--- src/rtl/apuPkg.sv ---
// ####################
// Sizes, opcode and state enums
// Instruction word and bus structs
// ####################

package apuPkg;

    localparam int dataWidth    = 16;  // Registers and data words
    localparam int instrWidth   = 8;   // One instruction in the low byte of a block RAM word
    localparam int bramDepth    = 256; // Program plus scratch data
    localparam int pcWidth      = 8;   // Covers the whole block RAM
    localparam int regCount     = 4;   // R0..R3
    localparam int programStart = 0;   // First instruction after reset

    // Opcode sits in bits 7:4 of the instruction word
    typedef enum logic [3:0] {
        ADD   = 4'b0000,
        MUL   = 4'b0001, // B is fixed point with 4 fraction bits
        LOAD  = 4'b0010, // Address in A, data into src2
        STORE = 4'b0011, // Address in A, data from B
        JMP   = 4'b0100,
        CMP   = 4'b0101, // Target = (B == 0)
        DEC   = 4'b0110, // One-hot of A[3:0]
        BEZ   = 4'b0111, // Jump to B when A is zero
        SET   = 4'b1000  // Lowest SET code since any word with bit 7 set is SET
    } opcode_t;

    typedef enum logic [1:0] {
        FETCH   = 2'd0,
        EXECUTE = 2'd1,
        WAITMEM = 2'd2
    } cpuState_t;

    typedef struct packed {
        opcode_t    opcode; // Bits 7:4
        logic [1:0] src1;   // Target and first source
        logic [1:0] src2;   // Second source and load target
    } instr_t;

    typedef struct packed {
        logic                 valid;
        logic                 write;
        logic [dataWidth-1:0] addr;
        logic [dataWidth-1:0] wdata;
    } ramReq_t;

    typedef struct packed {
        logic                 ready; // Ends the transfer
        logic [dataWidth-1:0] rdata; // Valid with ready on reads
    } ramRsp_t;

    typedef struct packed {
        logic                 en;
        logic                 write;
        logic [pcWidth-1:0]   addr;
        logic [dataWidth-1:0] wdata;
    } bramReq_t;

    typedef struct packed {
        logic [dataWidth-1:0] result;      // ALU value or branch target
        logic                 writeEn;     // Result goes to a register
        logic                 branchTaken; // Result replaces pc + 1
    } aluOut_t;

endpackage

--- src/rtl/apuRegFile.sv ---
// ####################
// Four 16-bit registers
// Two async reads, one sync write
// ####################

module apuRegFile
    import apuPkg::*;
(
    input  logic                 clk,
    input  logic                 rst,
    input  logic [1:0]           rdIdxA,
    input  logic [1:0]           rdIdxB,
    output logic [dataWidth-1:0] rdA,
    output logic [dataWidth-1:0] rdB,
    input  logic [1:0]           wrIdx,
    input  logic [dataWidth-1:0] wrData,
    input  logic                 wrEn
);

    logic [dataWidth-1:0] regs [regCount];

    always_ff @(posedge clk) begin
        if (rst) begin
            for (int i = 0; i < regCount; i++) begin
                regs[i] <= '0; // All registers start at zero
            end
        end else if (wrEn) begin
            regs[wrIdx] <= wrData;
        end
    end

    assign rdA = regs[rdIdxA]; // Operand A and memory address
    assign rdB = regs[rdIdxB]; // Operand B and store data

endmodule

--- config.mk ---
export PLATFORM = sky130hd
export DESIGN_NAME = apuRegFile
export DESIGN_NICKNAME = d
export VERILOG_FILES = /design/src/rtl/apuPkg.sv /design/src/rtl/apuRegFile.sv
export SDC_FILE = /design/constraint.sdc
export NUM_CORES = 1
export LEC_CHECK = 0
export BUFFER_PORTS_ARGS = -buffer_cell sky130_fd_sc_hd__buf_2
export CORE_ASPECT_RATIO = 1.1
export CORE_MARGIN = 4
export CORE_UTILIZATION = 35
export CTS_CLUSTER_DIAMETER = 80
export DETAILED_ROUTE_END_ITERATION = 16
export HOLD_SLACK_MARGIN = 0.03
export RECOVER_POWER = 50
export SLEW_MARGIN = 20
export SYNTH_ARGS = -nofsm -noshare
export SYNTH_HDL_FRONTEND = slang
export SYNTH_SLANG_ARGS = --single-unit
--- constraint.sdc ---
create_clock -name clk -period 1.7 [get_ports clk]
set_clock_uncertainty 0.15 [all_clocks]
set_input_delay 0.255 -clock clk [delete_from_list [all_inputs] [get_ports clk]]
set_output_delay 0.255 -clock clk [all_outputs]
set_load 0.02 [all_outputs]
; ---- Word level (Yosys, flattened, before mapping)
; Memories as Yosys holds them, arrays and structs flattened.
; Index checks and enable logic that the tools add are counted.
[totals]
inputBits = 25
ram_bits = 64
n_memories = 1
register_bits = 0
[classes]
n_reduce_logical = 1
n_mux = 8
[mem_list]
columns = name, depth, word_bits, read_ports, rd_clocked_by_memory_dff, write_ports, line_no
row1 = regs, 4, 16, 2, 0, 4, apuRegFile.sv:20  ; logic [dataWidth-1:0] regs [regCount];
[ops]
columns = cell, count
row1 = two-way mux 16 bit, 1
row2 = OR reduction 16 bit, 1
row3 = two-way mux 1 bit, 6
row4 = two-way mux 2 bit, 1

; ---- Depth between registers and ports, before layout
; Gate-level depths: netlist of run 1.
[depth]
depth_word = 5
ltp_mapped = 3
mapped_depth_nobuf = 2

; ---- Worst setup path after synthesis of run 1
; OpenSTA, ideal clock, no wires.
[synth_path]
path_type = in2reg
from = in wrIdx[0]
to = mem regs[2][0] (enable)
path_stages = 2
arrival_ps = 1196
required_time_ps = 1158
slack_ps = -39
setup_ps = 392
cell_sequence = nand2b_1 > o21bai_1
[synth_lines]
columns = element, line_no
row1 = start: declaration, apuRegFile.sv:15  ; input logic [1:0] wrIdx,
row2 = end: declaration, apuRegFile.sv:20

==> flow_summary.yaml, run 1 <==
floorplan:
  die_w_microns: 99.59
  start_util_pct: 36.21
  io_pins: 57
  core_sq_mm: 0.008919
  rows: 36
  die_h_microns: 108.7
  dieArea_sq_mm: 0.01083
global_route:
  antenna_found_initial: 1
  grt_pass1_wl_mm: 10.91
  grt.overflow.total: 0
  first_global_vias: 2000
  globalRouteTotalUtil_pct: 13.86
  grt_start_max_net_pins: 17
clock_tree:
  cts_buffers: 9
  path_clk_slew_ns: 0.07
  cts_sinks: 64
  cts_tree: "done"
  clockRootBuffer: "clkbuf_8"
  postCtsSetupRepairBufs: 0
  htree_levels: 3
  clk_path_buf_depth: 2
synthesis:
  yosys-top-cells-count: "and2_1 (64), edfxtp_1 (64), mux4_2 (32), buf_2 (4), buf_6 (4)"
  yosys_warnings: 0
  synth_top_area_share_pct: 59.51
  synthFlopType: "edfxtp_1"
  synth_edf_count: 64
  synth_fa_ha_area_share_pct: 0
  synth_top_family_by_area: "multiplexers"
  synthArstFlopShare_pct: 0
  yosys.cell_types.count: 15
  yosys.area_share.simple_pct: 14.37
  avgSynthCellArea_sq_um: 17.74
  syn-cell-area_sq_mm: 0.003229
  synth-xor-area-share_pct: 0
  yosysSeqAreaShare_pct: 59.51
  synthMuxAreaShare_pct: 22.32
  synthesis.nets: 207
  synth-compound-area-share_pct: 1.007
  synthCells: 182
  synth_seq_cells: 64
  synth_top_area_cell: "edfxtp_1"
  ys_top_cells_by_area: "edfxtp_1 (60%), mux4_2 (22%), and2_1 (12%)"
place:
  gp_congestion: 0.7040
  place_ws_ns: 0.01626
  port_buffers: 56
  dpl_cell_area_sq_mm: 0.003774
  dp_hpwl_mm: 4.848
  dp.cells: 355
route:
  ant_nets: 0
  routed_via_density: 4.916
  num_vias: 1824
  drc: 0
  wirelength_mm: 6.973
  drt_iter0_markers: 90
  wl_per_cell_microns: 18.80
  drt_first_pass_iters: 4
layout:
  finalNonFillerCells: 371
  top_regs: "regs x64"
  diodes: 0
  final_cell_area_sq_mm: 0.004080
  top_register: "regs"
  syn_to_final_growth_pct: 26.35
  n_fill_cell: 805
  finish.utilization_pct: 45.75
  largest_reg_flops: 64
  final_nets: 277
  drive_gt1_share_pct: 43.19
run_status:
  violations: "setup timing"
  status: "finished with violations"
power:
  power_mw: 3.881
  cellLeakagePower_nw: 1.508
  peakVddDrop_mv: 0.5275
  p_per_area_mw_per_mm2: 951.2
timing:
  rsz0062_at_grt: "yes"
  worst_slack_ns: -0.08612
  hold_ws_ns: 0.07961
  finalHoldViolations: 0
  timing.final.crit_share_pct: 105.1
  setup_violations: 32
  maxSlewViolCount: 0
  relSlewSlack_pct: 54.44
  max_freq_mhz: 559.9
  worst_slew_pin_slew_ns: 0.6804
  period_needed_ns: 1.786
  setup_tns_ns: -1.796
setup_path:
  endpoint_kind: "primary output"
  crit_arrival_ns: 1.38
  path_class: "flop to primary output"
  cp.required_ns: 1.29
  start_kind: "flop"
  crit_fanout: 2
worst_hold_path:
  min_to: "regs[3][13]"
  holdPathStages: 2
  hold_start: "wrData[13]"
  worstHoldPathType: "input port to flop"
job:
  timing.max_cap.violations: 0
-- how the worst max path moves through the flow --
stage / startpoint / endpoint / slack, ns / depth (start not counted)
2_1_floorplan: wrIdx[0] / regs[2][0] / -0.04 / 2
5_1_grt: regs[2][11] / rdB[11] / -0.14 / 2
3_3_place_gp: rdIdxB[0] / rdB[9] / 0.02 / 4
6_report: regs[0][7] / rdA[7] / -0.09 / 2
3_5_place_dp: rdIdxB[0] / rdB[9] / 0.02 / 4
4_1_cts: regs[0][7] / rdB[7] / -0.11 / 2
-- cells in the final DEF (no fill, tap or decap), types with 4 or more instances in the layout --
| cell type | instances |
|---|---|
| edfxtp_1 | 64 |
| and2_1 | 60 |
| mux4_2 | 32 |
| buf_6 | 32 |
| buf_2 | 21 |
| clkbuf_8 | 9 |
| clkbuf_1 | 9 |
| buf_12 | 5 |
| and2_0 | 4 |
| clkbuf_2 | 4 |
-- worst max-delay path: stages, from the launching register on --
cell	delay (ns)
edfxtp_1	0.40
mux4_2	0.50
buf_6	0.15
-- routing by layer --
metal  GRT usage (%)  routed length [microns]  vias up
met1           15.55                     2657      926
met5               0                        7        -
met2           26.15                     4002       33
met3           3.135                      230        9
met4           4.098                       74        2
li1                -                        -      854
-- layout make-up --
class | instances | area [sq um] | area share, %
clock buffers | 11 | 131.4 | 3.220
clock inverters | 5 | 47.55 | 1.165
inverters | 1 | 3.754 | 0.09200
multi-input cells | 105 | 1206 | 29.56
flip-flops and latches | 64 | 1922 | 47.10
well taps | 114 | 142.6 | 3.496
repair buffers | 71 | 626.9 | 15.36
-- repair_timing --
item | 4_1_cts | 5_1_grt
gates resized for setup | 64 | 0
endpoints found under the setup margin | 32 | 32
pin swaps | 0 | 0
hold buffers | 0 | 0
-- kinds of logic (layout without fill, tap and decap cells) --
kind of cell           Yosys count  count (layout)
AO/OA/AOI/OAI                    4               4
buffers and inverters           13              88
flip-flops                      64              64
multiplexers                    32              32
AND/OR/NAND/NOR                 69              69
-- power by group --
| group | internal [mW] | switching, mW |
|---|---|---|
| logic | 0.397 | 0.358 |
| registers | 1.87 | 0.0514 |
| clock network | 0.664 | 0.544 |
| total | 2.93 | 0.953 |
Note: power is estimated with default switching activity, not from simulation.
==> run 2: changes to the inputs <==
--- a/config.mk
+++ b/config.mk
@@ -9,6 +9,7 @@
 export CORE_ASPECT_RATIO = 1.1
 export CORE_MARGIN = 4
 export CORE_UTILIZATION = 35
+export CTS_BUF_LIST = sky130_fd_sc_hd__clkbuf_8
 export CTS_CLUSTER_DIAMETER = 80
 export DETAILED_ROUTE_END_ITERATION = 16
 export HOLD_SLACK_MARGIN = 0.03
==> run 2 against run 1 <==
  * The run still ends with setup timing left
  * Combinational power hardly changed
  * Via count stayed put
  * First-iteration DRC count stayed put
  * Global-route usage stayed put
  * Wire length stayed put
  * Cell count stayed put
  * Sequential power hardly changed
  * Die area stayed put
  * Sequential share of layout area stayed put
  * Cell area stayed put
==> flow_summary.yaml, run 2 (synthesis gave the netlist of run 1 again) <==
timing:
  timing.final.crit_share_pct: 105.1
  relSlewSlack_pct: 54.44
  worst_slack_ns: -0.08623
  setup_violations: 32
  rsz0062_at_grt: "yes"
  worst_slew_pin_slew_ns: 0.6804
  maxSlewViolCount: 0
  hold_ws_ns: 0.07952
  setup_tns_ns: -1.814
  period_needed_ns: 1.786
  finalHoldViolations: 0
  max_freq_mhz: 559.8
floorplan:
  io_pins: 57
  die_w_microns: 99.59
  rows: 36
  core_sq_mm: 0.008919
  start_util_pct: 36.21
  die_h_microns: 108.7
  dieArea_sq_mm: 0.01083
layout:
  top_register: "regs"
  diodes: 0
  finish.utilization_pct: 45.75
  final_cell_area_sq_mm: 0.004080
  largest_reg_flops: 64
  top_regs: "regs x64"
  syn_to_final_growth_pct: 26.35
  final_common_cell: "edfxtp_1"
  final_nets: 277
  final_cell_mix: "edfxtp_1 (64), and2_1 (60), mux4_2 (32), buf_6 (32), buf_2 (21)"
  drive_gt1_share_pct: 43.19
  finalNonFillerCells: 371
setup_path:
  crit_fanout: 2
  endpoint_kind: "primary output"
  start_kind: "flop"
  cp-endpoint: "rdA[7]"
  crit_start: "regs[0][7]"
  crit_arrival_ns: 1.38
  path_class: "flop to primary output"
  cp.required_ns: 1.29
global_route:
  first_global_vias: 2000
  grt_pass1_wl_mm: 10.91
  antenna_found_initial: 1
  globalRouteTotalUtil_pct: 13.86
  grt.overflow.total: 0
  grt_start_max_net_pins: 17
route:
  wirelength_mm: 6.973
  num_vias: 1824
  drt_iter0_markers: 90
  drt_first_pass_iters: 4
  drc: 0
  routed_via_density: 4.916
  ant_nets: 0
  wl_per_cell_microns: 18.80
power:
  power_mw: 3.871
  peakVddDrop_mv: 0.5275
  cellLeakagePower_nw: 1.516
  p_per_area_mw_per_mm2: 948.6
clock_tree:
  postCtsSetupRepairBufs: 0
  htree_levels: 3
  cts_sinks: 64
  clk_path_buf_depth: 2
  cts_buffers: 9
  clockRootBuffer: "clkbuf_8"
  cts_resized: 64
  cts_tree: "done"
  path_clk_slew_ns: 0.07
  postCtsHoldBufs: 0
run_status:
  status: "finished with violations"
  violations: "setup timing"
place:
  gp_congestion: 0.7040
  port_buffers: 56
  dp.cells: 355
  place_ws_ns: 0.01626
  dp_hpwl_mm: 4.848
  dpl_cell_area_sq_mm: 0.003774
worst_hold_path:
  worstHoldPathType: "input port to flop"
  holdPathStages: 2
job:
  timing.max_cap.violations: 0
## run 2: changes by cell type in the layout (fill, tap and decap cells not counted)
cell,change
clkbuf_1,-2
inv_1,+2
## run 2: worst min-delay path by stage
stage                     from          end  slack, ns
floorplan            wrData[0]   regs[0][0]       0.30
CTS                 wrData[12]  regs[1][12]       0.07
global route        wrData[12]  regs[1][12]       0.08
finish              wrData[13]  regs[3][13]       0.08
global placement    wrData[10]  regs[3][10]       0.42
detailed placement  wrData[14]  regs[0][14]       0.42
## run 2: per-layer routing
| layer | track usage, % | routed length [microns] | vias up |
|---|---|---|---|
| met5 | 0 | 7 | - |
| met1 | 15.55 | 2644 | 925 |
| li1 | - | - | 854 |
| met3 | 3.135 | 241 | 9 |
| met4 | 4.098 | 74 | 2 |
| met2 | 26.15 | 4006 | 34 |
## run 2: where the power goes
part | total (mW) | internal [mW] | switching [mW]
registers | 1.92 | 1.87 | 0.0515
logic | 0.755 | 0.397 | 0.358
clock network | 1.20 | 0.651 | 0.545
## run 2: cell type report
cell class,instances,area [sq um]
fillers,805,4838
inverters,1,3.754
flip-flops and latches,64,1922
well taps,114,142.6
clock buffers,9,123.9
multi-input cells,105,1206
clock inverters,7,55.05
repair buffers,71,626.9
## run 2: worst max-delay path, cell delays in order, from the launching register on
cell and delay, ns:
edfxtp_1 0.40, mux4_2 0.50, buf_6 0.15
==> run 3: changes to the inputs <==
--- a/config.mk
+++ b/config.mk
@@ -6,7 +6,6 @@
 export NUM_CORES = 1
 export LEC_CHECK = 0
 export BUFFER_PORTS_ARGS = -buffer_cell sky130_fd_sc_hd__buf_2
-export CORE_ASPECT_RATIO = 1.1
 export CORE_MARGIN = 4
 export CORE_UTILIZATION = 35
 export CTS_BUF_LIST = sky130_fd_sc_hd__clkbuf_8
==> run 3 against run 2 <==
  * The run still ends with setup timing left
  * Wire length shrank 1.8%
  * Sequential share of layout area rose by 0.13 points
  * Fmax shrank 1.5%
  * Via count fell by 1.1%
  * Cell count fell by 2.4%
  * Combinational power down 1%
  * Utilization is 0.23 points higher
  * Cell area fell by 0.28%
  * Flip-flop and latch count is the same
  * Die area hardly changed
  * Clock power is 12% higher
  * Power is 3.5% higher
  * Highest routed layer is now met4
==> flow_summary.yaml, run 3 (synthesis gave the netlist of run 1 again) <==
run_status:
  status: "finished with violations"
  violations: "setup timing"
power:
  cellLeakagePower_nw: 1.506
  p_per_area_mw_per_mm2: 984.4
  peakVddDrop_mv: 0.4245
floorplan:
  rows: 34
  die_h_microns: 104.1
  die_w_microns: 104.1
  dieArea_sq_mm: 0.01083
  start_util_pct: 36.50
  io_pins: 57
  core_sq_mm: 0.008848
layout:
  diodes: 0
  finish.utilization_pct: 45.98
  drive_gt1_share_pct: 42.91
  final_nets: 274
  final_cell_area_sq_mm: 0.004069
  syn_to_final_growth_pct: 26.00
  final_cell_mix: "edfxtp_1 (64), and2_1 (51), mux4_2 (32), buf_6 (32), buf_2 (21)"
  largest_reg_flops: 64
  final_common_cell: "edfxtp_1"
  n_fill_cell: 828
  top_regs: "regs x64"
  top_register: "regs"
global_route:
  first_global_vias: 2035
  grt.overflow.total: 0
  grt_start_max_net_pins: 17
  antenna_found_initial: 0
  globalRouteTotalUtil_pct: 13.55
  grt_pass1_wl_mm: 11.04
timing:
  setup_tns_ns: -2.063
  rsz0062_at_grt: "yes"
  max_freq_mhz: 551.6
  relSlewSlack_pct: 49.11
  finalHoldViolations: 0
  timing.final.crit_share_pct: 106.6
  maxSlewViolCount: 0
  period_needed_ns: 1.813
  hold_ws_ns: 0.07643
  worst_slew_pin_slew_ns: 0.7634
  setup_violations: 32
  worst_slack_ns: -0.1128
clock_tree:
  cts_buffers: 9
  clockRootBuffer: "clkbuf_8"
  path_clk_slew_ns: 0.07
  postCtsHoldBufs: 0
  cts_tree: "done"
  cts_sinks: 64
  clk_path_buf_depth: 2
  htree_levels: 3
  postCtsSetupRepairBufs: 0
route:
  wirelength_mm: 6.845
  drc: 0
  drt_iter0_markers: 84
  ant_nets: 0
  routed_via_density: 4.983
  drt_first_pass_iters: 5
  wl_per_cell_microns: 18.91
  num_vias: 1804
place:
  dpl_cell_area_sq_mm: 0.003719
  port_buffers: 56
  gp_congestion: 0.6906
  place_ws_ns: 0.02802
  dp_hpwl_mm: 4.657
worst_hold_path:
  hold_start: "wrData[13]"
  worstHoldPathType: "input port to flop"
  holdPathStages: 2
  min_to: "regs[1][13]"
setup_path:
  path_class: "flop to primary output"
  endpoint_kind: "primary output"
  start_kind: "flop"
  crit_arrival_ns: 1.41
  cp.required_ns: 1.29
  crit_fanout: 2
job:
  timing.max_cap.violations: 0
==> run 3: cell types whose count changed in the layout (fill, tap and decap cells not counted), sizes merged <==
| cell | delta |
|---|---|
| clkinv | -2 |
| clkbuf | -2 |
| bufinv | +1 |
| buf | -1 |
| inv | +1 |
==> run 3: stage by stage <==
step | cells | total power [mW]
5_1_grt | 362 | 4.182
6_report | 362 | 4.005
3_5_place_dp | 346 | 2.593
4_1_cts | 362 | 4.068
2_1_floorplan | 182 | 2.341
3_3_place_gp | 346 | 2.582
==> run 3: what timing repair did <==
action | in CTS | in global routing
cloned | 0 | 0
gates resized for setup | 64 | 0
setup endpoints to repair | 32 | 32
pin swaps | 0 | 0
==> run 3: how the worst max path moves through the flow <==
stage,start,end,slack (ns),cells past startpoint
2_1_floorplan,wrIdx[0],regs[2][0],-0.04,2
3_3_place_gp,rdIdxB[0],rdB[15],0.04,4
3_5_place_dp,wrIdx[1],regs[1][4],0.03,3
4_1_cts,regs[3][9],rdA[9],-0.12,2
5_1_grt,regs[3][9],rdA[9],-0.16,2
6_report,regs[3][9],rdA[9],-0.11,2
==> run 3: area by class of cell <==
| class | count | area, sq um | area share [%] |
|---|---|---|---|
| sequential | 64 | 1922 | 47.23 |
| multi-input combinational | 105 | 1206 | 29.64 |
| clock inverter | 7 | 80.08 | 1.968 |
| tap | 108 | 135.1 | 3.321 |
| timing repair buffer | 68 | 598.1 | 14.70 |
| inverter | 1 | 3.754 | 0.09225 |
| clock buffer | 9 | 123.9 | 3.044 |
==> run 3: per-layer routing <==
| layer | GRT usage [%] | part of all wire, % |
|---|---|---|
| met5 | 0 | 0 |
| met4 | 5.983 | 1.3 |
| met1 | 15.15 | 39 |
| met3 | 2.855 | 4.1 |
| met2 | 24.74 | 55 |
==> run 3: critical path: stages, from the launching register on <==
cell and delay, ns:
edfxtp_1 0.39, mux4_2 0.52, buf_6 0.16
==> run 3: report_power, final <==
| part | internal (mW) | switching [mW] | total (mW) |
|---|---|---|---|
| Combinational | 0.391 | 0.353 | 0.744 |
| Sequential | 1.87 | 0.0511 | 1.92 |
| Clock | 0.802 | 0.541 | 1.34 |
