**src/rtl/apuPkg.sv**
```systemverilog
// ####################
// Sizes, opcode and state enums
// Instruction word and bus structs
// ####################

package apuPkg;

    localparam int dataWidth    = 16;  // Registers and data words
    localparam int instrWidth   = 8;   // One instruction in the low byte of a block RAM word
    localparam int bramDepth    = 256; // Program plus scratch data
    localparam int pcWidth      = 8;   // Covers the whole block RAM
    localparam int regCount     = 4;   // R0..R3
    localparam int programStart = 0;   // First instruction after reset

    // Opcode sits in bits 7:4 of the instruction word
    typedef enum logic [3:0] {
        ADD   = 4'b0000,
        MUL   = 4'b0001, // B is fixed point with 4 fraction bits
        LOAD  = 4'b0010, // Address in A, data into src2
        STORE = 4'b0011, // Address in A, data from B
        JMP   = 4'b0100,
        CMP   = 4'b0101, // Target = (B == 0)
        DEC   = 4'b0110, // One-hot of A[3:0]
        BEZ   = 4'b0111, // Jump to B when A is zero
        SET   = 4'b1000  // Lowest SET code since any word with bit 7 set is SET
    } opcode_t;

    typedef enum logic [1:0] {
        FETCH   = 2'd0,
        EXECUTE = 2'd1,
        WAITMEM = 2'd2
    } cpuState_t;

    typedef struct packed {
        opcode_t    opcode; // Bits 7:4
        logic [1:0] src1;   // Target and first source
        logic [1:0] src2;   // Second source and load target
    } instr_t;

    typedef struct packed {
        logic                 valid;
        logic                 write;
        logic [dataWidth-1:0] addr;
        logic [dataWidth-1:0] wdata;
    } ramReq_t;

    typedef struct packed {
        logic                 ready; // Ends the transfer
        logic [dataWidth-1:0] rdata; // Valid with ready on reads
    } ramRsp_t;

    typedef struct packed {
        logic                 en;
        logic                 write;
        logic [pcWidth-1:0]   addr;
        logic [dataWidth-1:0] wdata;
    } bramReq_t;

    typedef struct packed {
        logic [dataWidth-1:0] result;      // ALU value or branch target
        logic                 writeEn;     // Result goes to a register
        logic                 branchTaken; // Result replaces pc + 1
    } aluOut_t;

endpackage

```
**src/rtl/apuAlu.sv**
```systemverilog
// ####################
// Combinational execute unit
// ####################

module apuAlu
    import apuPkg::*;
(
    input  instr_t               instr,
    input  logic [dataWidth-1:0] a,
    input  logic [dataWidth-1:0] b,
    output aluOut_t              out
);

    logic [2*dataWidth-1:0] product; // Full width before the fixed point shift
    logic [6:0]             imm;     // SET immediate from bits 6:0 of the word

    assign product = {{dataWidth{1'b0}}, a} * {{dataWidth{1'b0}}, b};
    assign imm     = {instr.opcode[2:0], instr.src1, instr.src2};

    always_comb begin
        out = '0;
        if (instr.opcode >= SET) begin
            out.result  = {{(dataWidth-7){1'b0}}, imm}; // Zero extended
            out.writeEn = 1'b1;                         // Control routes it to R3
        end else begin
            case (instr.opcode)
                ADD: begin
                    out.result  = a + b; // Wraps modulo 2^16
                    out.writeEn = 1'b1;
                end
                MUL: begin
                    out.result  = product[dataWidth+3:4]; // Drop fraction bits and truncate top
                    out.writeEn = 1'b1;
                end
                CMP: begin
                    out.result  = {{(dataWidth-1){1'b0}}, (b == '0)};
                    out.writeEn = 1'b1;
                end
                DEC: begin
                    out.result  = {{(dataWidth-1){1'b0}}, 1'b1} << a[3:0];
                    out.writeEn = 1'b1;
                end
                JMP: begin
                    out.result      = a; // Target carried on result
                    out.branchTaken = 1'b1;
                end
                BEZ: begin
                    out.result      = b;
                    out.branchTaken = (a == '0);
                end
                default: begin
                    // LOAD and STORE are sequenced by the control unit
                    out.result = a;
                end
            endcase
        end
    end

endmodule

```
**config.mk**
```make
export PLATFORM = sky130hd
export DESIGN_NAME = apuAlu
export DESIGN_NICKNAME = d
export VERILOG_FILES = /design/src/rtl/apuPkg.sv /design/src/rtl/apuAlu.sv
export SDC_FILE = /design/constraint.sdc
export NUM_CORES = 1
export LEC_CHECK = 0
export ABC_AREA = 1
export BUFFER_PORTS_ARGS = -buffer_cell sky130_fd_sc_hd__buf_2
export CAP_MARGIN = 30
export CORE_UTILIZATION = 30
export DETAILED_ROUTE_END_ITERATION = 16
export GPL_TIMING_DRIVEN = 0
export PLACE_DENSITY = 0.53
export SLEW_MARGIN = 20
export SYNTH_ARGS = -nofsm -noshare
export SYNTH_HDL_FRONTEND = slang
export SYNTH_SLANG_ARGS = --single-unit
```
**constraint.sdc**
```tcl
create_clock -name vclk -period 5.92
set_clock_uncertainty 0.2 [all_clocks]
set_input_delay 0.592 -clock vclk [all_inputs]
set_output_delay 0.592 -clock vclk [all_outputs]
set_load 0.02 [all_outputs]
```
# ---- Word-level counts from Yosys, hierarchy flattened
# Cells that the tools add are included.
dict set report word_totals {
  ff_bits 0
  latchBits 0
  ram_bits 0
  romBits 0
  in_bits 40
  out_inout_bits 18
  wordCells 18
  mem_count 0
}
dict set report classes {
  add_sub_neg 1
  mul 1
  n_div 0
  n_lt_le_gt_ge 1
  n_eq_ne 5
  shifts 1
  muxes 5
  bitwise_logic 0
  n_reduce_logical 4
}
# op count
set ops {}
lappend ops {{one-hot mux 16 bit (5 select lines)} 1}
lappend ops {{logical NOT 16 bit} 2}
lappend ops {{multiplier 16 x 16 -> 20 bit} 1}
lappend ops {{2-to-1 mux 17 bit} 1}
lappend ops {{adder 16 bit} 1}
lappend ops {{== test 4 x 3 -> 1 bit (second input constant)} 4}
lappend ops {{left shift 1 x 4 -> 16 bit (first input constant)} 1}
lappend ops {{== test 4 x 1 -> 1 bit (second input constant)} 1}
lappend ops {{greater-or-equal comparator 4 bit (second input constant)} 1}
lappend ops {{logical NOT 4 bit} 1}
lappend ops {{OR reduction 4 bit} 1}
lappend ops {{2-to-1 mux 1 bit} 2}
lappend ops {{one-hot mux 1 bit (2 select lines)} 1}

# ---- Longest topological paths before layout
# Gate-level depths: netlist of the first run.
dict set report depth {
  ltp_word 4
  mapped_depth 27
  depth_no_buf 25
}

# ---- Worst setup path after synthesis of the first run
# No wires, ideal clock.
dict set report synth_path {
  path_kind {input to output}
  from {input port b[2]}
  to {output port out[10] (netlist bit)}
  arrival_ns 5.618
  t_required_ns 5.128
  setup_slack_ns -0.490
  cell_stages 20
  cell_sequence {clkbuf_1 -> clkbuf_1 -> nand2_1 -> fa_1 -> fa_1 -> fa_1 -> fa_1 -> inv_1 -> fa_1 -> inv_1 -> fa_1 -> inv_1 -> ha_1 -> a21oi_1 -> o21ai_0 -> nor2_1 -> o31ai_1 -> a21oi_1 -> o21ai_0 -> a31oi_1}
}
# element line_no
set synth_rtl {}
lappend synth_rtl {{from (decl)} apuAlu.sv:10} ;# input logic [dataWidth-1:0] b,
lappend synth_rtl {{to (decl)} apuAlu.sv:11} ;# output aluOut_t out

==> results of run 1 <==
cell type report:
type / count / area [um2] / share of cell area
Buffer: 44 / 628 / 0.0615
Inverter: 348 / 1310 / 0.128
Multi-Input combinational cell: 808 / 7060 / 0.691
Tap cell: 330 / 413 / 0.0404
Timing Repair Buffer: 95 / 801 / 0.0784
metal layers:
layer | vias up | GRT usage | share of wire
met5 | - | 0 | 0
met4 | 0 | 0.0425 | 0.019
met3 | 35 | 0.0194 | 0.057
met2 | 227 | 0.362 | 0.47
met1 | 3863 | 0.303 | 0.45
li1 | 3773 | - | -
critical path, stage by stage:
cell	delay, ns
buf_8	0.10
buf_12	0.14
clkbuf_16	0.17
nand2_1	0.06
inv_1	0.05
fa_1	0.53
inv_1	0.05
fa_1	0.47
inv_1	0.05
fa_1	0.52
fa_1	0.43
fa_1	0.49
inv_1	0.05
fa_1	0.56
inv_2	0.06
ha_4	0.27
a21oi_4	0.16
o21ai_0	0.11
o21bai_1	0.17
a21o_1	0.18
nand3_2	0.08
nand3_2	0.10
a21oi_4	0.20
buf_6	0.14
worst max path at each step:
| stage | startpoint | end | cells after the start |
|---|---|---|---|
| floorplan | b[6] | out[17] | 23 |
| global placement | a[9] | out[15] | 22 |
| detailed placement | a[9] | out[17] | 21 |
| CTS | b[4] | out[17] | 25 |
| global route | b[4] | out[17] | 25 |
| finish | b[4] | out[17] | 24 |
cells in the final DEF, fill, tap and decap left out, drive strengths merged, types with 5 or more instances in the layout:
master / Yosys / final
inv: 348 / 348
nand2: 326 / 326
fa: 131 / 131
buf: 23 / 114
ha: 71 / 71
nand3: 60 / 60
o21ai: 52 / 52
a21oi: 51 / 51
nor2: 47 / 47
clkbuf: 27 / 25
nor3: 10 / 10
nand4: 9 / 9
nor4: 7 / 7
a211oi: 5 / 5
where the power goes:
part           leakage (nW)  switching [mW]  internal [mW]
logic                  5.74            3.50           2.65
registers                 0               0              0
clock network             0               0              0
per-stage QoR:
stage | cell area, um2 | hold WS, ns | utilization | instances
after floorplan | 8130 | 1.15 | - | 1206
after detailed placement | 8820 | 1.30 | 0.347 | 1592
after global routing | 10200 | 1.35 | 0.402 | 1625
after global placement | 8820 | 1.30 | 0.347 | 1592
after CTS | 9880 | 1.30 | 0.389 | 1617
final | 10200 | 1.30 | 0.402 | 1625
what timing repair did:
| action | CTS | global route |
|---|---|---|
| setup buffers | 28 | 9 |
| endpoints found under the hold margin | 0 | 0 |
| pin swaps | 60 | 54 |
| gates resized for setup | 213 | 78 |
| gates cloned | 3 | 0 |
| setup endpoints to repair | 13 | 13 |
cell families after synthesis:
group                      share of synthesized area
and+or+nand+nor                                0.249
buffers and inverters                          0.196
adders and majority gates                      0.447
AOI/OAI and AO/OA                              0.102
xor gates and xnor gates                     0.00669
==> flow_summary.toml, run 1 <==
[die]
die_h_um = 164
die_width_um = 164
placementRows = 58
io_pins = 58
core_um2 = 25400
initial_core_util = 0.309
die_area_um2 = 26800

[pwr]
p_leak_nw = 5.74
p_per_area_nw_per_um2 = 603
max-vdd-ir-drop_v = 0.000896
p_total_mw = 6.16

[route]
vias = 7898
wl_per_cell_um = 17.2
drt-vias-per-instance = 4.86
drt-total-wl_um = 27900
drtAntennaViolNets = 0
drc = 0
dr.pass1.iters = 5
drt_iter0_markers = 599

[synthesis]
yosysWarningCount = 0
ys_seq_area_frac = 0
synth_top_area_cell = "fa_1"
postSynthCellCount = 1206
synth_nets = 1448
synth.cell_area_um2 = 7860
syn_area_per_cell_um2 = 6.51
ys_types = 47
synth_commonest_cells = "inv_1 (337), nand2_1 (324), fa_1 (131), ha_1 (71), nand3_1 (58)"
synth_area_leaders = "fa_1 (33%), inv_1 (16%), nand2_1 (15%)"
yosysTopAreaCellShare = 0.334
synth_most_common_cell = "inv_1"

[place]
numPortBuffers = 56
dp_slack_ns = -1.10
gp_congestion = 0.896
dp_hpwl_um = 21800

[global_route]
grt_pass1_vias = 7988
antenna_found_initial = 0
grt_pass1_wl_um = 44400
grt_max_degree = 14
overflow = 0
grt_usage = 0.216

[final_layout]
nets = 1539
area_growth_pct = 30.0
nFlopsAndLatches = 0
antennaDiodeCount = 0
seqCellArea_um2 = 0
drive_above_1_share = 0.246
clock_buffers = 0
fillers = 2710

[run]
cap_viol_max_count = 0

[sta]
fin_crit_sh = 1.10
finalHoldViolCount = 0
layout_setup_ws_ns = -0.610
setup_viol = 11
rsz0062_at_grt = "true"
fin_setup_tns_ns = -4.98
period_needed_ns = 6.53
fmax_ghz = 0.153
slew_violations = 0
maxSlewHeadroom = 0.605
worstMarginPinSlew_ns = 0.592

[cts]
hold_buffers = 0

[critical_path]
end_kind = "output port"
crit_type = "in -> out"
cp.required_ns = 5.13
critPathLaunchType = "input pin"
arrival_ns = 5.74
crit_fanout = 5

[hold_path]
hold_path_class = "in -> out"
min_to = "out[5]"
hold_start = "instr[3]"
worstHoldPathCells = 4

[status]
status = "finished with violations"
failed_checks = "setup timing"
Note: power is estimated with default switching activity, not from simulation.
==> run 2, diff against run 1 <==
--- a/config.mk
+++ b/config.mk
@@ -10,7 +10,6 @@
 export CAP_MARGIN = 30
 export CORE_UTILIZATION = 30
 export DETAILED_ROUTE_END_ITERATION = 16
-export GPL_TIMING_DRIVEN = 0
 export PLACE_DENSITY = 0.53
 export SLEW_MARGIN = 20
 export SYNTH_ARGS = -nofsm -noshare
==> run 2 against run 1 <==
Against the previous run: the flow still finishes with violations (setup timing); via count rose by 0.77%; sequential share of layout area did not move; setup slack improved by 0.11 ns; hold slack improved by 0.0033 ns; critical path depth fell by 1; fmax rose by 1.7%; wire length fell by 1.3%.
==> flow_summary.toml, run 2 (synthesis results as in run 1) <==
[final_layout]
nFlopsAndLatches = 0
final_cell_mix = "inv_1 (310), nand2_1 (300), fa_1 (128)"
drive_above_1_share = 0.259
antennaDiodeCount = 0
area_growth_pct = 31.5
nets = 1593
seqCellArea_um2 = 0
fin_area_um2 = 10300
clock_buffers = 0
fin_util = 0.407
fillers = 2715
fin_cells = 1679
mostFrequentLayoutCell = "inv_1"

[run]
cap_viol_max_count = 0

[global_route]
grt_pass1_vias = 8131
grt_usage = 0.214
grt_pass1_wl_um = 44000
overflow = 0
antenna_found_initial = 1
grt_max_degree = 19

[sta]
holdWs_ns = 1.30
period_needed_ns = 6.42
fmax_ghz = 0.156
worstMarginPinSlew_ns = 0.604
slew_violations = 0
fin_crit_sh = 1.08
setup_viol = 12
layout_setup_ws_ns = -0.500
finalHoldViolCount = 0
fin_setup_tns_ns = -3.72
rsz0062_at_grt = "true"
maxSlewHeadroom = 0.596

[place]
dp_slack_ns = -0.649
dpl.cell_count = 1657
place_area_um2 = 9440
gp_congestion = 0.916
dp_hpwl_um = 22800
numPortBuffers = 58

[route]
dr.pass1.iters = 5
drtAntennaViolNets = 0
drc = 0
wl_per_cell_um = 16.4
drt-vias-per-instance = 4.74
drt-total-wl_um = 27600
drt_iter0_markers = 523
vias = 7959

[status]
failed_checks = "setup timing"
status = "finished with violations"

[hold_path]
hold_start = "instr[0]"
worstHoldPathCells = 4
min_to = "out[2]"
hold_path_class = "in -> out"

[critical_path]
crit_chain = "buf_8 -> buf_12 -> nand2_4 -> inv_2 -> fa_1 -> inv_2 -> fa_1 -> fa_1 -> fa_1 -> inv_2 -> fa_1 -> inv_1 -> fa_1 -> inv_2 -> ha_4 -> a21oi_4 -> o21ai_4 -> nor2_1 -> o31ai_2 -> a21oi_1 -> o21ai_1 -> a31oi_2 -> buf_4"
path_common_cell = "fa_1"
crit_fanout = 8
cp.buffers_inverters = 8
critPathLaunchType = "input pin"
arrival_ns = 5.63
slowest_stage = "fa_1"
crit_type = "in -> out"
end_kind = "output port"
cp.required_ns = 5.13
cpPeakStageDelay_ns = 0.55
crit_family = "adder cells"

[die]
die_h_um = 164
die_width_um = 164
placementRows = 58
die_area_um2 = 26800
core_um2 = 25400
io_pins = 58
initial_core_util = 0.309

[pwr]
p_total_mw = 6.51
p_per_area_nw_per_um2 = 631
p_leak_nw = 5.89
max-vdd-ir-drop_v = 0.000671
-- run 2: power by group --
group / total [mW] / internal, mW / switching, mW
clock: 0 / 0 / 0
sequential: 0 / 0 / 0
combinational: 6.51 / 2.95 / 3.57
-- run 2: worst max-delay path by stage --
stage | start | end | slack, ns | cells past startpoint
after floorplan | b[6] | out[17] | -0.05 | 23
after global placement | a[5] | out[15] | -0.63 | 23
after detailed placement | b[3] | out[15] | -0.65 | 22
after CTS | a[7] | out[14] | -0.39 | 25
after global routing | a[7] | out[10] | -0.68 | 25
final | a[7] | out[10] | -0.50 | 23
-- run 2: timing repair --
item                                    in CTS  in global routing
setup buffers                               17                  5
resized for setup                          175                 41
pin swaps                                   80                 39
hold buffers                                 0                  0
endpoints found under the setup margin      13                 13
-- run 2: area by class of cell --
class | instances | area [um2] | share of cell area
multi-input combinational | 808 | 6940 | 0.672
inverter | 348 | 1310 | 0.127
tap | 330 | 413 | 0.0400
timing repair buffer | 193 | 1670 | 0.161
-- run 2: layer usage --
layer  vias up  wire [um]  GRT usage  share of wire
li1       3862          -          -              -
met1      3800      12100      0.284           0.44
met2       245      13100      0.372           0.48
met3        52       1470     0.0184          0.053
met4         0        923     0.0581          0.033
met5         -          0          0              0
-- run 2: worst min-delay path: cells and delay by family --
family	cells	cell delay, ns
buffers and inverters	2	0.23
and+or+nand+nor	2	0.09
==> run 3, diff against run 2 <==
--- a/config.mk
+++ b/config.mk
@@ -6,11 +6,11 @@
 export NUM_CORES = 1
 export LEC_CHECK = 0
 export ABC_AREA = 1
-export BUFFER_PORTS_ARGS = -buffer_cell sky130_fd_sc_hd__buf_2
 export CAP_MARGIN = 30
 export CORE_UTILIZATION = 30
 export DETAILED_ROUTE_END_ITERATION = 16
-export PLACE_DENSITY = 0.53
+export DONT_BUFFER_PORTS = 1
+export PLACE_DENSITY = 0.51
 export SLEW_MARGIN = 20
 export SYNTH_ARGS = -nofsm -noshare
 export SYNTH_HDL_FRONTEND = slang
==> run 3 against run 2 <==
Against the previous run: the flow still finishes with violations (setup timing); setup slack improved by 0.37 ns; fmax increased by 6.2%; non-clock buffer count decreased by 148; critical path depth decreased by 1; cell count decreased by 8.8%; sequential share of layout area unchanged; flip-flop and latch count unchanged; die area unchanged; utilization decreased by 5.6 points; wire length decreased by 5.5%; combinational power decreased by 10%.
==> flow_summary.toml, run 3 (synthesis results as in run 1) <==
[critical_path]
crit_type = "in -> out"
cp.required_ns = 5.13
end_kind = "output port"
critPathLaunchType = "input pin"
crit_fanout = 17
arrival_ns = 5.25

[final_layout]
final_cell_mix = "inv_1 (319), nand2_1 (309), fa_1 (127)"
clock_buffers = 0
antennaDiodeCount = 0
nFlopsAndLatches = 0
fillers = 2805
mostFrequentLayoutCell = "inv_1"
seqCellArea_um2 = 0
fin_area_um2 = 8910
fin_cells = 1531
area_growth_pct = 13.5
drive_above_1_share = 0.145
nets = 1445

[pwr]
p_leak_nw = 5.11
p_total_mw = 5.86
max-vdd-ir-drop_v = 0.000516
p_per_area_nw_per_um2 = 657

[sta]
worstMarginPinSlew_ns = 0.693
finalHoldViolCount = 0
setup_viol = 6
fmax_ghz = 0.165
slew_violations = 0
fin_crit_sh = 1.02
rsz0062_at_grt = "true"
layout_setup_ws_ns = -0.126
period_needed_ns = 6.05
holdWs_ns = 1.14
maxSlewHeadroom = 0.533

[die]
die_area_um2 = 26800
placementRows = 58
initial_core_util = 0.309
core_um2 = 25400
die_width_um = 164
die_h_um = 164
io_pins = 58

[global_route]
grt_pass1_vias = 7656
overflow = 0
antenna_found_initial = 0
grt_pass1_wl_um = 41900
grt_max_degree = 24
grt_usage = 0.204

[hold_path]
min_to = "out[4]"
hold_path_class = "in -> out"
hold_start = "instr[7]"
worstHoldPathCells = 1

[route]
drc = 0
drt_iter0_markers = 429
vias = 7399
wl_per_cell_um = 17.0
drt-vias-per-instance = 4.83
drtAntennaViolNets = 0
dr.pass1.iters = 5
drt-total-wl_um = 26100

[place]
place_area_um2 = 8460
gp_congestion = 0.877
numPortBuffers = 0
dpl.cell_count = 1523
dp_hpwl_um = 20300

[status]
status = "finished with violations"
failed_checks = "setup timing"

[run]
cap_viol_max_count = 0
run 3: cell count changes in the layout (fill, tap and decap cells not counted), sizes merged:
cell / change
buf: -148
run 3: worst max-delay path by stage:
stage,to,depth (start not counted),slack [ns],start
CTS,out[10],23,-0.09,a[7]
global route,out[10],22,-0.32,b[6]
floorplan,out[17],23,-0.05,b[6]
finish,out[10],22,-0.13,b[6]
detailed placement,out[14],22,-0.29,a[7]
global placement,out[13],22,-0.24,a[7]
run 3: timing repair:
item                                    in CTS  in global routing
setup buffers                                3                  5
endpoints found under the setup margin      11                 12
resized for setup                           73                 43
hold buffers                                 0                  0
pin swaps                                   32                 24
run 3: layout make-up:
type                            count  area, um2  area share
Inverter                          348       1320       0.148
Multi-Input combinational cell    808       6840       0.767
Timing Repair Buffer               45        349      0.0392
Tap cell                          330        413      0.0463
run 3: report_power, final:
part / switching [mW] / internal [mW] / total, mW
logic: 3.19 / 2.67 / 5.86
registers: 0 / 0 / 0
clock network: 0 / 0 / 0
run 3: stage by stage:
stage          utilization  setup WS [ns]  setup TNS, ns
4_1_cts              0.344        -0.0948         -0.389
3_5_place_dp         0.333         -0.291          -2.31
5_1_grt              0.351         -0.317          -2.37
2_1_floorplan            -        -0.0536        -0.0996
6_report             0.351         -0.126         -0.550
3_3_place_gp         0.333         -0.244          -2.15
run 3: layer usage:
layer / global-route usage / wire (um) / up-vias
li1: - / - / 3564
met1: 0.260 / 11000 / 3586
met3: 0.0212 / 1520 / 44
met5: 0 / 0 / -
met2: 0.365 / 12900 / 205
met4: 0.0509 / 664 / 0
run 3: critical path, stage by stage:
cell	delay [ns]
nand2_1	0.13
xnor2_2	0.17
ha_2	0.17
o21bai_4	0.16
inv_2	0.08
fa_1	0.43
fa_1	0.46
fa_1	0.49
inv_1	0.05
fa_1	0.48
inv_1	0.05
fa_1	0.52
inv_2	0.05
ha_4	0.27
a21oi_4	0.15
o21ai_2	0.09
nor2_2	0.11
o31ai_2	0.08
a21oi_1	0.18
o21ai_2	0.10
a31oi_2	0.24
buf_4	0.18
