**src/rtl/apuPkg.sv**
```systemverilog
// ####################
// Sizes, opcode and state enums
// Instruction word and bus structs
// ####################

package apuPkg;

    localparam int dataWidth    = 16;  // Registers and data words
    localparam int instrWidth   = 8;   // One instruction in the low byte of a block RAM word
    localparam int bramDepth    = 256; // Program plus scratch data
    localparam int pcWidth      = 8;   // Covers the whole block RAM
    localparam int regCount     = 4;   // R0..R3
    localparam int programStart = 0;   // First instruction after reset

    // Opcode sits in bits 7:4 of the instruction word
    typedef enum logic [3:0] {
        ADD   = 4'b0000,
        MUL   = 4'b0001, // B is fixed point with 4 fraction bits
        LOAD  = 4'b0010, // Address in A, data into src2
        STORE = 4'b0011, // Address in A, data from B
        JMP   = 4'b0100,
        CMP   = 4'b0101, // Target = (B == 0)
        DEC   = 4'b0110, // One-hot of A[3:0]
        BEZ   = 4'b0111, // Jump to B when A is zero
        SET   = 4'b1000  // Lowest SET code since any word with bit 7 set is SET
    } opcode_t;

    typedef enum logic [1:0] {
        FETCH   = 2'd0,
        EXECUTE = 2'd1,
        WAITMEM = 2'd2
    } cpuState_t;

    typedef struct packed {
        opcode_t    opcode; // Bits 7:4
        logic [1:0] src1;   // Target and first source
        logic [1:0] src2;   // Second source and load target
    } instr_t;

    typedef struct packed {
        logic                 valid;
        logic                 write;
        logic [dataWidth-1:0] addr;
        logic [dataWidth-1:0] wdata;
    } ramReq_t;

    typedef struct packed {
        logic                 ready; // Ends the transfer
        logic [dataWidth-1:0] rdata; // Valid with ready on reads
    } ramRsp_t;

    typedef struct packed {
        logic                 en;
        logic                 write;
        logic [pcWidth-1:0]   addr;
        logic [dataWidth-1:0] wdata;
    } bramReq_t;

    typedef struct packed {
        logic [dataWidth-1:0] result;      // ALU value or branch target
        logic                 writeEn;     // Result goes to a register
        logic                 branchTaken; // Result replaces pc + 1
    } aluOut_t;

endpackage

```
**src/rtl/apuControl.sv**
```systemverilog
// ####################
// Fetch/execute FSM, program counter
// Register writeback, memory requests
// ####################

module apuControl
    import apuPkg::*;
(
    input  logic                 clk,
    input  logic                 rst,
    output instr_t               instr,
    input  logic [dataWidth-1:0] rdA,
    input  logic [dataWidth-1:0] rdB,
    input  aluOut_t              alu,
    output logic [1:0]           wrIdx,
    output logic [dataWidth-1:0] wrData,
    output logic                 wrEn,
    output bramReq_t             bramReq,
    input  logic [dataWidth-1:0] bramRdata,
    output ramReq_t              ramReq,
    input  ramRsp_t              ramRsp
);

    cpuState_t          state;
    logic [pcWidth-1:0] pc;       // Points at the current instruction
    instr_t             instrReg; // Held for WAITMEM while the block RAM output moves on
    logic               isSet;
    logic               isLoad;
    logic               isStore;
    logic               isMem;
    logic               isExt;    // Off chip access when src1 is R0
    logic               extBusy;  // External request on the bus this cycle
    logic               retire;   // Instruction finishes at this edge

    // Fetched word sits on the block RAM output during EXECUTE only
    always_comb begin
        instr = instrReg;
        if (state == EXECUTE) begin
            instr = instr_t'(bramRdata[instrWidth-1:0]);
        end
    end

    assign isSet   = (instr.opcode >= SET);
    assign isLoad  = (instr.opcode == LOAD);
    assign isStore = (instr.opcode == STORE);
    assign isMem   = isLoad || isStore;
    assign isExt   = (instr.src1 == 2'd0);

    always_comb begin
        bramReq = '0;
        ramReq  = '0;
        extBusy = 1'b0;
        retire  = 1'b0;
        wrEn    = 1'b0;
        wrIdx   = isSet ? 2'd3 : instr.src1; // SET always targets R3
        wrData  = alu.result;
        case (state) // Bus stays idle in an unknown state
            FETCH: begin
                bramReq.en   = 1'b1;
                bramReq.addr = pc;
            end
            EXECUTE: begin
                if (!isMem) begin
                    wrEn   = alu.writeEn;
                    retire = 1'b1;
                end else if (isExt) begin
                    extBusy = 1'b1;
                end else begin
                    bramReq.en    = 1'b1;
                    bramReq.write = isStore;
                    bramReq.addr  = rdA[pcWidth-1:0]; // Block RAM uses the low address bits
                    bramReq.wdata = rdB;
                end
            end
            WAITMEM: begin
                if (isExt) begin
                    extBusy = 1'b1; // Hold the request until ready
                end else begin
                    retire = 1'b1;  // Block RAM read data is here now
                    wrIdx  = instr.src2;
                    wrData = bramRdata;
                    wrEn   = isLoad;
                end
            end
            default: begin
            end
        endcase
        if (extBusy) begin
            // Fields come from held registers and stay stable while waiting
            ramReq.valid = 1'b1;
            ramReq.write = isStore;
            ramReq.addr  = rdA;
            ramReq.wdata = rdB;
            retire       = ramRsp.ready;
            if (isLoad) begin
                wrIdx  = instr.src2;
                wrData = ramRsp.rdata;
                wrEn   = ramRsp.ready;
            end
        end
    end

    always_ff @(posedge clk) begin
        if (rst) begin
            state    <= FETCH;
            pc       <= pcWidth'(programStart);
            instrReg <= '0;
        end else begin
            case (state)
                FETCH: begin
                    state <= EXECUTE;
                end
                EXECUTE: begin
                    instrReg <= instr;                   // Keep the word past the block RAM read
                    state    <= retire ? FETCH : WAITMEM; // Early ready ends an external access
                end
                WAITMEM: begin
                    if (retire) begin
                        state <= FETCH;
                    end
                end
                default: begin
                    state <= FETCH;
                end
            endcase
            if (retire) begin
                pc <= alu.branchTaken ? alu.result[pcWidth-1:0] : pc + 1'b1;
            end
        end
    end

endmodule

```
**config.mk**
```make
export PLATFORM = sky130hd
export DESIGN_NAME = apuControl
export DESIGN_NICKNAME = d
export VERILOG_FILES = /design/src/rtl/apuPkg.sv /design/src/rtl/apuControl.sv
export SDC_FILE = /design/constraint.sdc
export NUM_CORES = 1
export LEC_CHECK = 0
export BUFFER_PORTS_ARGS = -buffer_cell sky130_fd_sc_hd__buf_4
export CORE_MARGIN = 4
export CORE_UTILIZATION = 39
export CTS_BUF_LIST = sky130_fd_sc_hd__clkbuf_4 sky130_fd_sc_hd__clkbuf_8 sky130_fd_sc_hd__clkbuf_16
export DETAILED_ROUTE_END_ITERATION = 8
export PLACE_DENSITY = 0.82
export SLEW_MARGIN = 20
export SYNTH_ARGS = -nofsm -noshare
export SYNTH_HDL_FRONTEND = slang
export SYNTH_SLANG_ARGS = --single-unit
export TNS_END_PERCENT = 30
```
**constraint.sdc**
```tcl
create_clock -name clk -period 3.2 [get_ports clk]
set_input_delay 0.32 -clock clk [delete_from_list [all_inputs] [get_ports clk]]
set_output_delay 0.32 -clock clk [all_outputs]
set_load 0.1 [all_outputs]
```
Yosys cells after proc, flatten, opt, wreduce, memory -nomap -nowiden
Index checks and enable logic that the tools add are counted.
{"block": "classes", "addsub": 1, "n_lt_le_gt_ge": 1, "n_eq_ne": 5, "muxes": 33, "n_reduce_logical": 3}
{"operator": "2-to-1 mux 16 bit", "n": 5}
{"operator": "2-to-1 mux 26 bit", "n": 2}
{"operator": "2-to-1 mux 34 bit", "n": 1}
{"operator": "2-to-1 mux 8 bit", "n": 2}
{"operator": "one-hot mux 8 bit (2 select lines)", "n": 1}
{"operator": "2-to-1 mux 2 bit", "n": 7}
{"operator": "2-to-1 mux 1 bit", "n": 10}
{"operator": "adder 8 x 1 -> 8 bit, second input constant", "n": 1}
{"operator": "equality test 4 x 2 -> 1 bit, second input constant", "n": 2}
{"operator": "one-hot mux 1 bit (2 select lines)", "n": 4}
{"operator": "one-hot mux 2 bit (3 select lines)", "n": 1}
{"operator": ">= comparator 4 bit, second input constant", "n": 1}
{"operator": "zero test 2 bit", "n": 2}
{"operator": "equality test 2 x 1 -> 1 bit, second input constant", "n": 1}
{"operator": "equality test 2 bit, second input constant", "n": 1}
{"operator": "inequality test 2 bit, second input constant", "n": 1}
{"operator": "logical OR 1 bit", "n": 1}
{"block": "totals", "register_bits": 18, "inputBits": 85, "out_inout_bits": 87}

Depth between registers and ports, before layout
Gate-level depths: netlist of run 1.
{"block": "logic_depth", "depth_word": 9, "ltp_mapped": 8, "ltp_nobuf": 6}

Worst setup path before layout of run 1
OpenSTA, ideal clock, no wires.
{"block": "synth_timing", "path_type": "register -> output", "start": "register state[1]", "end": "output wrEn", "arrival_ns": 3.978, "t_required_ns": 2.880, "path_slack_ns": -1.098, "path_stages_with_launch": 9, "n_path_buf": 2, "path_cell_list": "dfxtp_1 > inv_1 > ha_1 > nor3b_2 > or3b_1 > buf_6 > buf_6 > o2bb2a_1 > o31ai_1"}
{"block": "synth_via", "elab_chain_cells": 8}
{"item": "from (decl)", "line_no": "apuControl.sv:24", "rtl": "cpuState_t state;"}
{"item": "from (signal assigned)", "line_no": "apuControl.sv:115", "rtl": "state <= retire ? FETCH : WAITMEM;"}
{"item": "equality test 2 x 1 -> 1 bit", "line_no": "apuControl.sv:38, apuControl.sv:57"}
{"item": "2-to-1 mux 8 bit", "line_no": "apuControl.sv:38", "rtl": "if (state == EXECUTE) begin"}
{"item": "equality test 4 x 2 -> 1 bit, on equally long branches", "line_no": "apuControl.sv:44, apuControl.sv:45"}
{"item": "logical OR 1 bit", "line_no": "apuControl.sv:46", "rtl": "assign isMem = isLoad || isStore;"}
{"item": "2-to-1 mux 1 bit", "line_no": "apuControl.sv:63", "rtl": "if (!isMem) begin"}
{"item": "one-hot mux 1 bit (2 select lines)", "line_no": "apuControl.sv:57", "rtl": "case (state)"}
{"item": "2-to-1 mux 1 bit", "line_no": "apuControl.sv:95", "rtl": "if (isLoad) begin"}
{"item": "2-to-1 mux 1 bit *", "line_no": "apuControl.sv:88", "rtl": "if (extBusy) begin"}
{"item": "to (decl)", "line_no": "apuControl.sv:17", "rtl": "output logic wrEn,"}
Mark *: on every way between the ends. The rest lies on a longest branch, timed or not.

Worst setup path after layout of run 1
Ends and elaborated chain as after synthesis.

==> impl_metrics.env, run 1 <==
export IMPL_status="completed"
export IMPL_rr_endpoint="pc[7]"
export IMPL_synth_most_common_cell="and2_1"
export IMPL_synthCells=244
export IMPL_wirelength_um=7600
export IMPL_initial_core_util=0.415
export IMPL_yosys_warnings=0
export IMPL_power_leakage_nw=1.71
export IMPL_clk_pin_slew_worst_paths_ns=0.07
export IMPL_crit_start="state[1]"
export IMPL_drcViolationCount=0
export IMPL_crit_type="reg2out"
export IMPL_port_buffers=171
export IMPL_worstPathRequired_ns=2.88
export IMPL_grt_setup_unrepaired="false"
export IMPL_placed_cell_area_sq_um=3370
export IMPL_ys_types=47
export IMPL_slowest_delay_ns=0.38
export IMPL_worstSkewPairLatency_ns=0.26
export IMPL_grt_max_degree=35
export IMPL_power_internal_w=0.000780
export IMPL_nNetsFinal=501
export IMPL_cts_buffers=3
export IMPL_fin_hold_ws_ns=0.340
export IMPL_drive_above_1_share=0.561
export IMPL_holdCritPathClass="in2reg"
export IMPL_crit_slowest_cell="or3b_1"
export IMPL_grt_pass1_wl_um=11400
export IMPL_pwr_share_seq=0.143
export IMPL_cp_buffers_inverters=4
export IMPL_area_delta_synth_final_pct=69.7
export IMPL_track_usage=0.221
export IMPL_fin_area_sq_um=3440
export IMPL_yosysSeqAreaShare=0.178
export IMPL_final_max_slew_viol_count=0
export IMPL_crit_path_cell_trace="inv_1 > ha_1 > nor3_1 > buf_4 > or3b_1 > buf_4 > o2bb2a_1 > o31ai_2 > buf_4"
export IMPL_routedWlPerCell_um=15.9
export IMPL_synth_seq_cells=18
export IMPL_grt_pass1_vias=2287
export IMPL_max_freq_ghz=0.328
export IMPL_holdPathStages=2
export IMPL_antenna_found_initial=0
export IMPL_tightestPinTransition_ns=0.463
export IMPL_drt_pre_antenna_iters=4
export IMPL_die_y_um=80.1
export IMPL_synth_ff_type="dfxtp_1"
export IMPL_postCtsHoldBufs=0
export IMPL_dpl_hpwl_um=6130
export IMPL_n_antenna_cell=0
export IMPL_worstSetupStartpointType="register"
export IMPL_syn_avg_cell_area_sq_um=8.31
export IMPL_cts_root_buf="clkbuf_8"
export IMPL_ctsLongestPathBuffers=2
export IMPL_synth_area_leaders="dfxtp_1, and2_1, mux2_2"
export IMPL_io_pins=172
export IMPL_synth_top_cells_by_count="and2_1, mux2_2, dfxtp_1"
export IMPL_fin_worst_skew_ns=0.00249
export IMPL_rrSetupSlack_ns=0.88
export IMPL_clock_sinks=18
export IMPL_vdd_drop_max_uv=460
export IMPL_cpMostUsedCell="buf_4"
export IMPL_syn_cell_area_sq_um=2030
export IMPL_synth_nets=333
export IMPL_end_kind="output pin"
export IMPL_core_area_sq_um=4880
export IMPL_holdPathEnd="pc[2]"
export IMPL_async_flop_share=0
export IMPL_p_switching_w=0.00131
export IMPL_htreeDepth=1
export IMPL_rows=25
export IMPL_yosysTopAreaCell="dfxtp_1"
export IMPL_hold_viol_final=0
export IMPL_synth_edff_count=0
export IMPL_r2r_cells=8
export IMPL_p_sw_frac=0.626
export IMPL_drt_iter0_markers=131
export IMPL_synth_top_area_share=0.178
export IMPL_power_per_cell_area_nw_per_um2=607
export IMPL_crit_arrival_ns=2.73
export IMPL_r2r_start="state[1]"
export IMPL_cts_tree="built"
export IMPL_ant_nets=0
export IMPL_slew_headroom=0.691
export IMPL_die_area_sq_um=6410
export IMPL_setup_violations_final=0
export IMPL_p_comb_frac=0.778
export IMPL_num_vias=2427
export IMPL_place_gp_congestion=0.800
export IMPL_layout_worst_path_cycle_share=0.952
export IMPL_via_per_inst=5.09
export IMPL_die_w_um=80.1
export IMPL_cp_top_family="buffers and inverters"
export IMPL_period_needed_ns=3.05
export IMPL_grt_overflow=0
export IMPL_maxCapViolations=0
export IMPL_min_delay_start="rst"
export IMPL_crit_fanout=20
export IMPL_pwr_share_clk=0.079
-- stage by stage --
stage	setup slack [ns]	TNS [ns]	std cells	total power (W)	util
after CTS	0.0341	0	474	0.00208	0.699
after global routing	0.0184	0	477	0.00217	0.705
after global placement	0.451	0	471	0.00190	0.691
after floorplan	-0.432	-1.15	244	0.00155	-
after detailed placement	0.329	0	471	0.00192	0.691
final	0.153	0	477	0.00209	0.705
-- power groups by stage --
stage | sequential, W | combinational, W | clock [W]
after floorplan | 0.000291 | 0.00126 | 0
after global placement | 0.000301 | 0.00160 | 0
after detailed placement | 0.000303 | 0.00162 | 0
after CTS | 0.000298 | 0.00162 | 0.000166
after global routing | 0.000304 | 0.00169 | 0.000176
final | 0.000299 | 0.00162 | 0.000165
-- repair_timing --
action / CTS / global route
gates resized for setup: 0 / 2
endpoints found under the setup margin: 0 / 17
endpoints found under the hold margin: 0 / 0
buffers inserted: 0 / 3
-- layout make-up --
class / instances / area (sq um)
clock buffer: 3 / 41.3
fill: 419 / 1440
inverter: 11 / 41.3
multi-input combinational: 197 / 1550
sequential: 18 / 360
tap: 67 / 83.8
timing repair buffer: 181 / 1360
-- worst reg2reg max path, delay by kind of cell (launching register included) --
family                   cells  cell delay, ns
buffers and inverters        3            0.47
AO/OA/AOI/OAI                2            0.59
AND/OR/NAND/NOR              2            0.49
adder cells (fa/ha/maj)      1            0.34
flip-flops                   1            0.33
-- layer usage --
metal  routed length [um]  vias up  share of wire  GRT usage
met2                 3940      115           0.52      0.409
met1                 2900     1096           0.38      0.260
li1                     -     1207              -          -
met4                   68        0         0.0090     0.0490
met3                  691        9          0.091     0.0437
met5                    0        -              0          0
-- cell families (layout without fill, tap and decap cells) --
kind of cell,Yosys count,after routing,share of synthesized area
mux,44,44,0.256
buf+inv,29,195,0.0661
flops,18,18,0.178
fa+ha+maj,4,4,0.0247
compound gates,45,45,0.171
simple gates,104,104,0.305
-- sequential cells by signal, summed over array words and instances, names as in the netlist --
register	count
pc	8
state	2
instrReg	8
-- layout by cell type (no fill, tap or decap), types with 2 or more instances in the layout --
cell type and instances:
nand3_1 4, o21ai_0 3, nor3_1 2, a22oi_1 2, nor2_1 9, mux2i_1 6, and2_1 54, and3_1 4
a211oi_1 4, a31oi_1 3, a21oi_1 4, nor3b_1 2, clkbuf_8 3, mux2_2 30, ha_1 4, a22o_1 8
buf_4 181, mux2_4 8, a221oi_1 2, nor3b_2 2, nand2b_1 3, inv_1 11, dfxtp_1 18, nand2_1 15
o32ai_1 6
-- worst max path at each step --
stage / to / slack (ns) / depth (start not counted)
2_1_floorplan: wrIdx[0] / -0.43 / 7
3_3_place_gp: wrData[2] / 0.45 / 8
3_5_place_dp: wrData[6] / 0.33 / 8
4_1_cts: wrData[6] / 0.03 / 8
5_1_grt: wrEn / 0.02 / 9
6_report: wrEn / 0.15 / 9
Power figures use the tool's default switching activity.
==> run 2, diff against run 1 <==
Settings changed: PLACE_DENSITY 0.82 to 0.9.
==> impl_metrics.env, run 2 (synthesized netlist as in run 1, its figures left out) <==
export IMPL_antenna_found_initial=0
export IMPL_n_antenna_cell=0
export IMPL_worstSkewPairLatency_ns=0.27
export IMPL_worstSetupStartpointType="register"
export IMPL_worstPathRequired_ns=2.88
export IMPL_clk_pin_slew_worst_paths_ns=0.08
export IMPL_grt_max_degree=34
export IMPL_drt_pre_antenna_iters=4
export IMPL_final_common_cell="buf_4"
export IMPL_crit_path_cell_trace="inv_1 > ha_1 > buf_4 > nor4b_1 > a21oi_1 > nor2_4 > buf_12 > mux2_2 > buf_4"
export IMPL_status="completed"
export IMPL_placed_cell_area_sq_um=3380
export IMPL_totalNegativeSetupSlack_ns=0
export IMPL_cpMostUsedCell="buf_4"
export IMPL_hold_viol_final=0
export IMPL_ant_nets=0
export IMPL_die_y_um=80.1
export IMPL_cts_root_buf="clkbuf_8"
export IMPL_postCtsHoldBufs=0
export IMPL_track_usage=0.225
export IMPL_cp_top_family="buffers and inverters"
export IMPL_cp_buffers_inverters=4
export IMPL_tightestPinTransition_ns=0.446
export IMPL_power_per_cell_area_nw_per_um2=616
export IMPL_grt_pass1_vias=2294
export IMPL_dpl_hpwl_um=6440
export IMPL_top_regs="instrReg: 8 flops, pc: 8 flops, state: 2 flops"
export IMPL_cts_tree="built"
export IMPL_place_gp_congestion=0.802
export IMPL_cts_buffers=3
export IMPL_drcViolationCount=0
export IMPL_die_w_um=80.1
export IMPL_crit_type="reg2out"
export IMPL_clock_sinks=18
export IMPL_drt_iter0_markers=104
export IMPL_via_per_inst=5.21
export IMPL_fin_hold_ws_ns=0.329
export IMPL_fin_worst_skew_ns=0.00296
export IMPL_io_pins=172
export IMPL_routedWlPerCell_um=16.7
export IMPL_drive_above_1_share=0.562
export IMPL_port_buffers=171
export IMPL_vdd_drop_max_uv=493
export IMPL_max_freq_ghz=0.329
export IMPL_slowest_delay_ns=0.41
export IMPL_ctsLongestPathBuffers=2
export IMPL_power_leakage_nw=1.72
export IMPL_area_delta_synth_final_pct=71.0
export IMPL_rows=25
export IMPL_grt_setup_unrepaired="false"
export IMPL_crit_fanout=16
export IMPL_end_kind="output pin"
export IMPL_maxCapViolations=0
export IMPL_htreeDepth=1
export IMPL_initial_core_util=0.415
export IMPL_grt_overflow=0
export IMPL_slew_headroom=0.702
export IMPL_period_needed_ns=3.04
export IMPL_wirelength_um=7940
export IMPL_crit_arrival_ns=2.72
export IMPL_final_cell_mix="buf_4, and2_1, mux2_2, dfxtp_1, nand2_1"
export IMPL_die_area_sq_um=6410
export IMPL_crit_slowest_cell="nor4b_1"
export IMPL_core_area_sq_um=4880
export IMPL_setup_violations_final=0
export IMPL_total_power_w=0.00214
export IMPL_holdCritPathClass="in2reg"
export IMPL_grt_pass1_wl_um=11600
export IMPL_final_max_slew_viol_count=0
export IMPL_num_vias=2480
export IMPL_fin_area_sq_um=3470
export IMPL_layout_worst_path_cycle_share=0.950
export IMPL_nNetsFinal=499
## run 2: cell count changes in the layout (fill, tap and decap cells not counted), sizes merged
| cell | delta |
|---|---|
| clkbuf | +1 |
| buf | -2 |
## run 2: final cells by class
cell class                 instances  area, sq um
multi-input combinational        197         1560
fill                             382         1410
timing repair buffer             179         1370
sequential                        18          360
tap                               67         83.8
clock buffer                       4         55.1
inverter                          11         41.3
## run 2: per-stage QoR
stage	cells	setup slack [ns]	util
2_1_floorplan	244	-0.432	-
3_3_place_gp	471	0.341	0.693
3_5_place_dp	471	0.294	0.693
4_1_cts	475	0.00374	0.704
5_1_grt	476	0.0188	0.710
6_report	476	0.159	0.710
## run 2: path summary, 6_finish.rpt
| kind | slack [ns] | to | cells past startpoint | start |
|---|---|---|---|---|
| setup reg to reg | 1.07 | pc[4] | 6 | state[1] |
| hold reg to reg | 0.50 | state[0] | 2 | state[0] |
| setup / recovery | 0.16 | wrData[0] | 9 | state[1] |
| hold / removal | 0.33 | pc[2] | 2 | rst |
## run 2: timing repair
item                                    CTS  global route
resized for setup                         0             3
buffers inserted                          0             1
endpoints found under the setup margin    0            18
## run 2: metal layers
metal,vias up,GRT usage,share of wire
li1,1200,-,-
met1,1142,0.256,0.37
met2,123,0.428,0.53
met3,15,0.0359,0.078
met4,0,0.0625,0.020
met5,-,0,0
## run 2: report_power, final
part           switching [W]  leakage (nW)  internal (W)  total, W
registers          0.0000359         0.147      0.000263  0.000299
clock network      0.0000890        0.0288      0.000110  0.000199
logic                0.00120          1.54      0.000437   0.00164
total                0.00133          1.72      0.000810   0.00214
